### config.mk
export PLATFORM = sky130hd
export DESIGN_NAME = ptw_top
export DESIGN_NICKNAME = d
export VERILOG_FILES = /design/src/mmu_pkg.sv /design/src/sysbus_pkg.sv /design/src/walk_request_latch.sv /design/src/page_walker.sv /design/src/sysbus_port.sv /design/src/ptw_top.sv
export VERILOG_INCLUDE_DIRS = /design/src
export SDC_FILE = /design/constraint.sdc
export NUM_CORES = 1
export LEC_CHECK = 0
export BUFFER_PORTS_ARGS = -buffer_cell sky130_fd_sc_hd__buf_2
export CORE_ASPECT_RATIO = 1.25
export CORE_MARGIN = 3
export CORE_UTILIZATION = 27
export CTS_BUF_LIST = sky130_fd_sc_hd__clkbuf_8
export CTS_CLUSTER_SIZE = 40
export DETAILED_ROUTE_END_ITERATION = 7
export PLACE_DENSITY_LB_ADDON = 0.05
export SLEW_MARGIN = 25
export SYNTH_ARGS = -nofsm -noshare
export SYNTH_HDL_FRONTEND = slang
export SYNTH_HIERARCHICAL = 1
export SYNTH_SLANG_ARGS = --single-unit
### constraint.sdc
create_clock -name clk -period 11.2 [get_ports clk]
set_clock_uncertainty 0.1 [all_clocks]
set_input_delay 2.8 -clock clk [delete_from_list [all_inputs] [get_ports clk]]
set_output_delay 2.8 -clock clk [all_outputs]
set_load 0.005 [all_outputs]
### src/ptw_macros.svh
`ifndef PTW_MACROS_SVH
`define PTW_MACROS_SVH

// ====================
// Widths and counts
// ====================
`define BUS_DATA_WIDTH 64
`define BUS_TAG_WIDTH  13
`define LINE_BEATS     8
`define WALK_LEVELS    3

// Tag field codes, command at tag bit 12 and target in tag bits 11 to 8
`define SYSBUS_READ    1'b1
`define SYSBUS_MEMORY  4'b0001

`endif

### src/mmu_pkg.sv
`include "ptw_macros.svh"

package mmu_pkg;

    // Only bits 38 to 0 of a virtual address take part in translation
    typedef logic [`BUS_DATA_WIDTH-1:0] vaddr_t;
    typedef logic [`BUS_DATA_WIDTH-1:0] paddr_t;

    typedef logic [8:0] vpn_t;

    // Valid in bit 0, physical page number in bits 53 to 10
    typedef logic [`BUS_DATA_WIDTH-1:0] pte_t;

    typedef logic [$clog2(`LINE_BEATS)-1:0] beat_idx_t;
    typedef logic [1:0] level_t;

    typedef enum logic [1:0] {
        WALK_IDLE,
        WALK_FETCH,
        WALK_COLLECT,
        WALK_FINISH
    } walk_state_t;

endpackage

### src/sysbus_pkg.sv
`include "ptw_macros.svh"

package sysbus_pkg;

    typedef logic [`BUS_TAG_WIDTH-1:0] bus_tag_t;

    typedef enum logic {
        BUS_CMD_WRITE = 1'b0,
        BUS_CMD_READ  = `SYSBUS_READ
    } bus_cmd_t;

    typedef enum logic [3:0] {
        BUS_TGT_MEMORY = `SYSBUS_MEMORY,
        BUS_TGT_IO     = 4'b0010
    } bus_target_t;

    typedef enum logic [2:0] {
        PORT_IDLE,
        PORT_ARBITRATE,
        PORT_REQUEST,
        PORT_WAIT_RESP,
        PORT_RECEIVE
    } port_state_t;

endpackage

### src/walk_request_latch.sv
`timescale 1ns/1ps

module walk_request_latch (
    input  logic            clk,
    input  logic            reset,
    input  logic            translate_req,
    input  mmu_pkg::vaddr_t virt_addr,
    input  mmu_pkg::paddr_t ptbr,
    input  logic            walk_end,
    output logic            busy,
    output logic            walk_start,
    output mmu_pkg::vaddr_t walk_vaddr,
    output mmu_pkg::paddr_t walk_base
);
    logic accept;

    // A strobe that comes while a walk is running is dropped here
    assign accept = translate_req && !busy;

    always_ff @(posedge clk)
    begin
        if (reset)
        begin
            busy       <= 1'b0;
            walk_start <= 1'b0;
        end
        else
        begin
            walk_start <= accept;
            if (accept)
                busy <= 1'b1;
            else if (walk_end)
                busy <= 1'b0;
        end
    end

    // Held for the whole walk so the requester may move on at once
    always_ff @(posedge clk)
    begin
        if (accept)
        begin
            walk_vaddr <= virt_addr;
            walk_base  <= ptbr;
        end
    end

endmodule

### src/page_walker.sv
`timescale 1ns/1ps
`include "ptw_macros.svh"

module page_walker (
    input  logic                            clk,
    input  logic                            reset,
    input  logic                            walk_start,
    input  mmu_pkg::vaddr_t                 walk_vaddr,
    input  mmu_pkg::paddr_t                 walk_base,
    input  logic                            beat_valid,
    input  mmu_pkg::beat_idx_t              beat_idx,
    input  mmu_pkg::pte_t                   beat_data,
    input  logic                            line_done,
    output logic                            line_rd,
    output mmu_pkg::paddr_t                 line_addr,
    output logic                            walk_end,
    output logic                            walk_done,
    output logic                            walk_fault,
    output mmu_pkg::paddr_t                 phys_addr,
    output mmu_pkg::pte_t [`LINE_BEATS-1:0] pte_line
);
    import mmu_pkg::*;

    walk_state_t state;
    level_t      level_q;
    paddr_t      base_q;
    pte_t        kept_q;
    logic        done_q;

    vpn_t        vpn;
    paddr_t      entry_addr;
    beat_idx_t   sel_idx;
    logic        sel_hit;
    pte_t        sel_entry;
    paddr_t      next_base;
    logic        last_level;
    logic        deciding;

    // ====================
    // Entry addressing
    // ====================
    always_comb
    begin
        case (level_q)
            2'd1:    vpn = walk_vaddr[38:30];
            2'd2:    vpn = walk_vaddr[29:21];
            default: vpn = walk_vaddr[20:12];
        endcase
    end

    assign entry_addr = base_q + paddr_t'({vpn, 3'b000});
    assign sel_idx    = entry_addr[5:3];
    assign line_addr  = {entry_addr[63:6], 6'b000000};
    assign line_rd    = (state == WALK_FETCH);
    assign last_level = (level_q == level_t'(`WALK_LEVELS));

    // The wanted entry may arrive on the same beat as line_done
    assign sel_hit   = beat_valid && (beat_idx == sel_idx);
    assign sel_entry = sel_hit ? beat_data : kept_q;
    assign next_base = {8'h00, sel_entry[53:10], 12'h000};
    assign deciding  = line_done && (last_level || !sel_entry[0]);

    assign walk_done = done_q;
    assign walk_end  = done_q;

    // ====================
    // Level sequencing
    // ====================
    always_ff @(posedge clk)
    begin
        if (reset)
        begin
            state      <= WALK_IDLE;
            level_q    <= '0;
            done_q     <= 1'b0;
            walk_fault <= 1'b0;
        end
        else
        begin
            done_q <= 1'b0;
            case (state)
                WALK_IDLE:
                begin
                    if (walk_start)
                    begin
                        level_q <= level_t'(1);
                        state   <= WALK_FETCH;
                    end
                end
                WALK_FETCH:
                begin
                    state <= WALK_COLLECT;
                end
                WALK_COLLECT:
                begin
                    if (deciding)
                    begin
                        done_q     <= 1'b1;
                        walk_fault <= !sel_entry[0];
                        state      <= WALK_FINISH;
                    end
                    else if (line_done)
                    begin
                        level_q <= level_q + level_t'(1);
                        state   <= WALK_FETCH;
                    end
                end
                WALK_FINISH:
                begin
                    state <= WALK_IDLE;
                end
                default:
                begin
                    state <= WALK_IDLE;
                end
            endcase
        end
    end

    // ====================
    // Data path
    // ====================
    always_ff @(posedge clk)
    begin
        if (state == WALK_IDLE && walk_start)
            base_q <= walk_base;
        else if (line_done && !deciding)
            base_q <= next_base;

        if (sel_hit)
            kept_q <= beat_data;

        // The whole last-level line is kept in beat order
        if (beat_valid && last_level)
            pte_line[beat_idx] <= beat_data;

        if (line_done && last_level && sel_entry[0])
            phys_addr <= next_base + paddr_t'(walk_vaddr[11:0]);
    end

endmodule

### src/sysbus_port.sv
`timescale 1ns/1ps
`include "ptw_macros.svh"

module sysbus_port (
    input  logic                       clk,
    input  logic                       reset,
    input  logic                       line_rd,
    input  mmu_pkg::paddr_t            line_addr,
    input  logic                       abtr_grant,
    input  logic                       main_bus_respcyc,
    input  logic [`BUS_DATA_WIDTH-1:0] main_bus_resp,
    input  sysbus_pkg::bus_tag_t       main_bus_resptag,
    output logic                       abtr_reqcyc,
    output logic                       bus_busy,
    output logic                       main_bus_reqcyc,
    output logic [`BUS_DATA_WIDTH-1:0] main_bus_req,
    output sysbus_pkg::bus_tag_t       main_bus_reqtag,
    output logic                       main_bus_respack,
    output logic                       beat_valid,
    output mmu_pkg::beat_idx_t         beat_idx,
    output mmu_pkg::pte_t              beat_data,
    output logic                       line_done
);
    import sysbus_pkg::*;
    import mmu_pkg::*;

    localparam bus_tag_t READ_TAG = {BUS_CMD_READ, BUS_TGT_MEMORY, 8'h00};

    port_state_t state;
    paddr_t      addr_q;
    beat_idx_t   beat_cnt;
    logic        accept;

    // Beats with a foreign tag belong to another master
    assign accept = main_bus_respcyc && (main_bus_resptag == READ_TAG)
                 && (state == PORT_WAIT_RESP || state == PORT_RECEIVE);

    assign abtr_reqcyc      = (state == PORT_ARBITRATE);
    assign main_bus_reqcyc  = (state == PORT_REQUEST);
    assign bus_busy         = (state == PORT_REQUEST) || (state == PORT_WAIT_RESP)
                           || (state == PORT_RECEIVE);
    assign main_bus_req     = main_bus_reqcyc ? addr_q : '0;
    assign main_bus_reqtag  = main_bus_reqcyc ? READ_TAG : '0;
    assign main_bus_respack = accept;

    assign beat_valid = accept;
    assign beat_idx   = beat_cnt;
    assign beat_data  = main_bus_resp;
    assign line_done  = accept && (beat_cnt == beat_idx_t'(`LINE_BEATS - 1));

    always_ff @(posedge clk)
    begin
        if (reset)
        begin
            state    <= PORT_IDLE;
            beat_cnt <= '0;
        end
        else
        begin
            if (accept)
                beat_cnt <= beat_cnt + beat_idx_t'(1);
            case (state)
                PORT_IDLE:      if (line_rd) state <= PORT_ARBITRATE;
                PORT_ARBITRATE: if (abtr_grant) state <= PORT_REQUEST;
                PORT_REQUEST:
                begin
                    beat_cnt <= '0;
                    state    <= PORT_WAIT_RESP;
                end
                PORT_WAIT_RESP: if (accept) state <= line_done ? PORT_IDLE : PORT_RECEIVE;
                PORT_RECEIVE:   if (line_done) state <= PORT_IDLE;
                default:        state <= PORT_IDLE;
            endcase
        end
    end

    // Line address captured once per read strobe
    always_ff @(posedge clk)
    begin
        if (state == PORT_IDLE && line_rd)
            addr_q <= line_addr;
    end

endmodule

### src/ptw_top.sv
`timescale 1ns/1ps
`include "ptw_macros.svh"

module ptw_top (
    input  logic                            clk,
    input  logic                            reset,
    input  logic                            translate_req,
    input  mmu_pkg::vaddr_t                 virt_addr,
    input  mmu_pkg::paddr_t                 ptbr,
    output logic                            busy,
    output logic                            walk_done,
    output logic                            walk_fault,
    output mmu_pkg::paddr_t                 phys_addr,
    output mmu_pkg::pte_t [`LINE_BEATS-1:0] pte_line,
    input  logic                            abtr_grant,
    output logic                            abtr_reqcyc,
    output logic                            bus_busy,
    output logic                            main_bus_reqcyc,
    output logic [`BUS_DATA_WIDTH-1:0]      main_bus_req,
    output sysbus_pkg::bus_tag_t            main_bus_reqtag,
    input  logic                            main_bus_respcyc,
    input  logic [`BUS_DATA_WIDTH-1:0]      main_bus_resp,
    input  sysbus_pkg::bus_tag_t            main_bus_resptag,
    output logic                            main_bus_respack
);
    import mmu_pkg::*;

    logic      walk_start;
    logic      walk_end;
    vaddr_t    walk_vaddr;
    paddr_t    walk_base;
    logic      line_rd;
    paddr_t    line_addr;
    logic      beat_valid;
    beat_idx_t beat_idx;
    pte_t      beat_data;
    logic      line_done;

    walk_request_latch latch_i (
        .clk, .reset, .translate_req, .virt_addr, .ptbr, .walk_end,
        .busy, .walk_start, .walk_vaddr, .walk_base
    );

    page_walker walker_i (
        .clk, .reset, .walk_start, .walk_vaddr, .walk_base,
        .beat_valid, .beat_idx, .beat_data, .line_done,
        .line_rd, .line_addr, .walk_end, .walk_done, .walk_fault,
        .phys_addr, .pte_line
    );

    sysbus_port port_i (
        .clk, .reset, .line_rd, .line_addr, .abtr_grant,
        .main_bus_respcyc, .main_bus_resp, .main_bus_resptag,
        .abtr_reqcyc, .bus_busy, .main_bus_reqcyc, .main_bus_req, .main_bus_reqtag,
        .main_bus_respack, .beat_valid, .beat_idx, .beat_data, .line_done
    );

endmodule

# After elaboration in Yosys (flattened, before gate mapping)
# Cells that the tools add are included.
dict set report classes {
  add_sub_neg 4
  n_lt_le_gt_ge 2
  n_eq_ne 21
  muxes 25
  bitwise 1
  n_reduce_logical 31
}
# cell n
set op_table {}
lappend op_table {{512-bit bitwise mux} 1}
lappend op_table {{64-bit 2-to-1 mux} 4}
lappend op_table {{64-bit demux with 3-bit select} 1}
lappend op_table {{64-bit by 12-bit adder with 64-bit output} 1}
lappend op_table {{56-bit by 12-bit adder with 57-bit output} 1}
lappend op_table {{54-bit 2-to-1 mux} 1}
lappend op_table {{9-bit one-hot mux with 2 select lines} 1}
lappend op_table {{3-bit 2-to-1 mux} 5}
lappend op_table {{3-bit one-hot mux with 5 select lines} 1}
lappend op_table {{13-bit == test, second input constant} 1}
lappend op_table {{1-bit logical AND} 13}
lappend op_table {{13-bit 2-to-1 mux} 1}
lappend op_table {{2-bit 2-to-1 mux} 5}
lappend op_table {{2-bit == test, second input constant} 4}
lappend op_table {{2-bit by 1-bit inequality test with 1-bit output, second input constant} 4}
lappend op_table {{2-bit one-hot mux with 4 select lines} 1}
lappend op_table {{4-bit AND reduction} 2}
lappend op_table {{3-bit by 2-bit == test with 1-bit output, second input constant} 2}
lappend op_table {{3-bit == test, second input constant} 2}
lappend op_table {{2-bit inequality test, second input constant} 3}
lappend op_table {{2-bit nonzero test} 3}
lappend op_table {{2-bit by 1-bit == test with 1-bit output, second input constant} 2}
lappend op_table {{1-bit logical OR} 4}
lappend op_table {{3-bit by 4-bit < comparator with 1-bit output, second input constant} 1}
lappend op_table {{14 further kinds} 20}
dict set report totals {
  ff_bits 869
  inputBits 210
  output_inout_bits 660
  wordCells 107
}

# Depth between registers and ports, before layout
dict set report logic_depth {
  ltp_word 13
  ltp_mapped 16
  depth_no_buf 13
}

# Modules after synthesis
# The synthesis kept the hierarchy.
# mod instances cells_each area_per_inst_um2
set by_module_without_submodules {}
lappend by_module_without_submodules {page_walker 1 1192 23105.9}
lappend by_module_without_submodules {walk_request_latch 1 134 3907.5}
lappend by_module_without_submodules {sysbus_port 1 260 3373.2}

# Worst setup path before layout
# Ideal clock, no wire load.
dict set report synth_path {
  path_kind {input to register}
  startpoint {in translate_req}
  endpoint {reg latch_i.walk_base[0], enable pin}
  setup_ns 0.633
  arrival_ns 8.368
  required_ns 10.467
  path_slack_ns 2.100
  path_stages 1
  n_path_buf 0
  path_cell_list {nor2b_1}
}
dict set report synth_between {
  elab_chain_cells 1
}
# element line_no
set synth_lines {}
lappend synth_lines {{start, declared} ptw_top.sv:7} ;# input logic translate_req,
lappend synth_lines {{1-bit logical AND} walk_request_latch.sv:18} ;# assign accept = translate_req && !busy;
lappend synth_lines {{end signal, assigned} walk_request_latch.sv:43} ;# walk_base <= ptbr;
lappend synth_lines {{end, declared} walk_request_latch.sv:13} ;# output mmu_pkg::paddr_t walk_base
# Every way passes these cells.
# A chain may end at the register's enable or synchronous reset.

# Worst setup path in the final report
dict set report layout_path {
  startpoint {in main_bus_resptag[1]}
  endpoint {out main_bus_respack}
}
dict set report layout_between {
  elab_chain_cells 3
}
# element line_no
set layout_lines {}
lappend layout_lines {{start, declared} ptw_top.sv:23} ;# input sysbus_pkg::bus_tag_t main_bus_resptag,
lappend layout_lines {{13-bit == test} sysbus_port.sv:35} ;# assign accept = main_bus_respcyc && (main_bus_resptag == READ_TAG)
lappend layout_lines {{1-bit logical AND} sysbus_port.sv:35}
lappend layout_lines {{1-bit logical AND} sysbus_port.sv:36} ;# && (state == PORT_WAIT_RESP || state == PORT_RECEIVE);
lappend layout_lines {{end, declared} ptw_top.sv:24} ;# output logic main_bus_respack
# Every way passes these cells.

==> run summary <==
syn_area_per_cell: 19.0 um2
initial cell density of the core: 27.2%
post-route setup slack: 4.17 ns
CTS tree: yes
CTS root buffer: clkbuf_8
# IOs: 870
endpoint class of the critical path: primary output
yosys warns: 6
WP data arrival: 4.13 ns
total track usage: 16.8%
Vias per Instance: 4.17
Hold Crit Class: flop to flop
Clk Latency, worst-skew pair: 0.82 ns
Post CTS Setup Buffer Count: 0
Die X: 302 um
growth of design area from synthesis to finish: 28.4%
Clk pwr share: 41.7%
die height: 376 um
Routed WL per cell: 24.2 um
Worst-Margin Slew: 1.02 ns
Switching Share: 22.9%
Gate power share: 4.8%
Max clock buf depth: 3
Final Max Tran Viols: 0
most common cell after layout, fill and taps aside: buf_2
WL final: 97300 um
Switch Pwr: 1.52 mW
Final setup viols: 0
synthesized area: 29500 um2
period utilization: 62.8%
Starting DRT DRC Count: 989
most frequent cells in the layout: buf_2 (822), edfxtp_1 (793), clkbuf_8 (166)
global-route wire length before repair: 133000 um
crit path time final: 7.03 ns
cts hold-fix bufs: 0
RSZ-0062 raised after global routing: false
# rows: 135
Leak Pwr: 14.7 nW
Worst R2R End: walker_i/base_q[14]$_DFFE_PP_
power share of the sequential group: 53.6%
Detail Route Antenna Nets: 0
# resized after CTS: 0
largest net degree at the start of global routing: 70
worst-path fanout max: 8
f_max: 142 MHz
antenna violations before repair: 18
grt total ovfl: 0
filler instances: 10600
PortBufs: 822
CTS Buf Count: 147
clock sink total: 852
PwrDens: 175 nW/um2
vias in the first global route: 17200
core area: 108000 um2
hold path depth: 0
final hold slack: 0.312 ns
die area: 113000 um2
final hold vios: 0
post-detail-place hpwl: 66700 um
startpoint types: input pin
DR vias: 16700
Hold Crit Endpoint: walker_i/phys_addr[2]$_DFFE_PP_
Post-route DRC: 0
max_slew headroom: 32.3%
Setup CP Type: input pin to primary output
internal power: 5.11 mW
Reg2Reg Setup Slack: 6.69 ns
worst r2r src: walker_i/level_q[0]$_SDFFE_PP0P_
Critical Path RT: 8.30 ns
layout cells sized above 1: 44.2%
Max Cap Viol: 0
Place WS: 4.12 ns
drt pass-1 iters: 5
hold_sp: latch_i/walk_vaddr[2]$_DFFE_PP_
setup_tns: 0 ns
Post-Syn Instances: 1558
routability cong.: 0.739
maximum VDD drop: 0.121 mV
R2R cell count: 13
outcome: finished clean
htree depth: 4
clk slew on worst S/H paths: 0.06 ns
nets: 2676
==> critical path: stages <==
cell and delay (ns):
buf_2 0.10, nor4_2 0.30, nand4_2 0.21, nor2_2 0.47, buf_2 0.24
==> area by class of cell <==
type                    instances  area [um2]  area share, %
clock buffers                 166        2280           6.02
clock inverters                96         572           1.51
diodes                         11        27.5         0.0726
flip-flops and latches        852       25000           65.9
repair buffers                852        4390           11.6
well taps                    1438        1800           4.74
inverters                      10        37.5         0.0990
multi-input cells             588        3830           10.1
==> power by group through the flow <==
| stage | clock network [mW] | registers (mW) | logic (mW) |
|---|---|---|---|
| final | 2.76 | 3.55 | 0.316 |
| after global placement | 0 | 3.61 | 0.329 |
| after CTS | 2.89 | 3.55 | 0.332 |
| after detailed placement | 0 | 3.62 | 0.330 |
| after global routing | 3.04 | 3.55 | 0.359 |
| after floorplan | 0 | 3.61 | 0.176 |
==> registers in the layout (all words and copies together), names as in the netlist, 2 cells and up <==
name and cells:
walker_i/pte_line 512, port_i/addr_q 64, latch_i/walk_base 61, walker_i/base_q 61, walker_i/phys_addr 56, walker_i/kept_q 45
latch_i/walk_vaddr 39, port_i/beat_idx 3, port_i/state 3, walker_i/level_q 2, walker_i/state 2
==> through the flow <==
| stage | instance area (um2) | instances | utilization (%) | total power, mW |
|---|---|---|---|---|
| finish | 37900 | 4013 | 35.0 | 6.63 |
| global route | 37900 | 4007 | 35.0 | 6.95 |
| CTS | 37900 | 4001 | 34.9 | 6.77 |
| detailed placement | 35000 | 3739 | 32.3 | 3.95 |
| global placement | 35000 | 3738 | 32.3 | 3.94 |
| floorplan | 29600 | 1581 | - | 3.79 |
==> worst max path at each step <==
stage / startpoint / end / slack (ns) / depth (start not counted)
6_report: main_bus_resptag[1] / main_bus_respack / 4.17 / 5
5_1_grt: main_bus_resptag[4] / main_bus_respack / 4.08 / 5
4_1_cts: main_bus_resptag[1] / main_bus_respack / 4.12 / 5
3_5_place_dp: main_bus_resptag[1] / main_bus_respack / 4.12 / 5
3_3_place_gp: main_bus_resptag[1] / main_bus_respack / 4.15 / 5
2_1_floorplan: main_bus_resptag[1] / walker_i/pte_line[0]$_DFFE_PP_ / 2.43 / 5
==> layer usage <==
metal | up-vias | track usage, % | part of all wire [%]
li1 | 7523 | - | -
met1 | 8330 | 19.0 | 38
met2 | 712 | 28.1 | 49
met3 | 153 | 7.06 | 9.4
met4 | 4 | 6.42 | 3.1
met5 | - | 0 | 0.032
(Power assumes the default switching activity.)
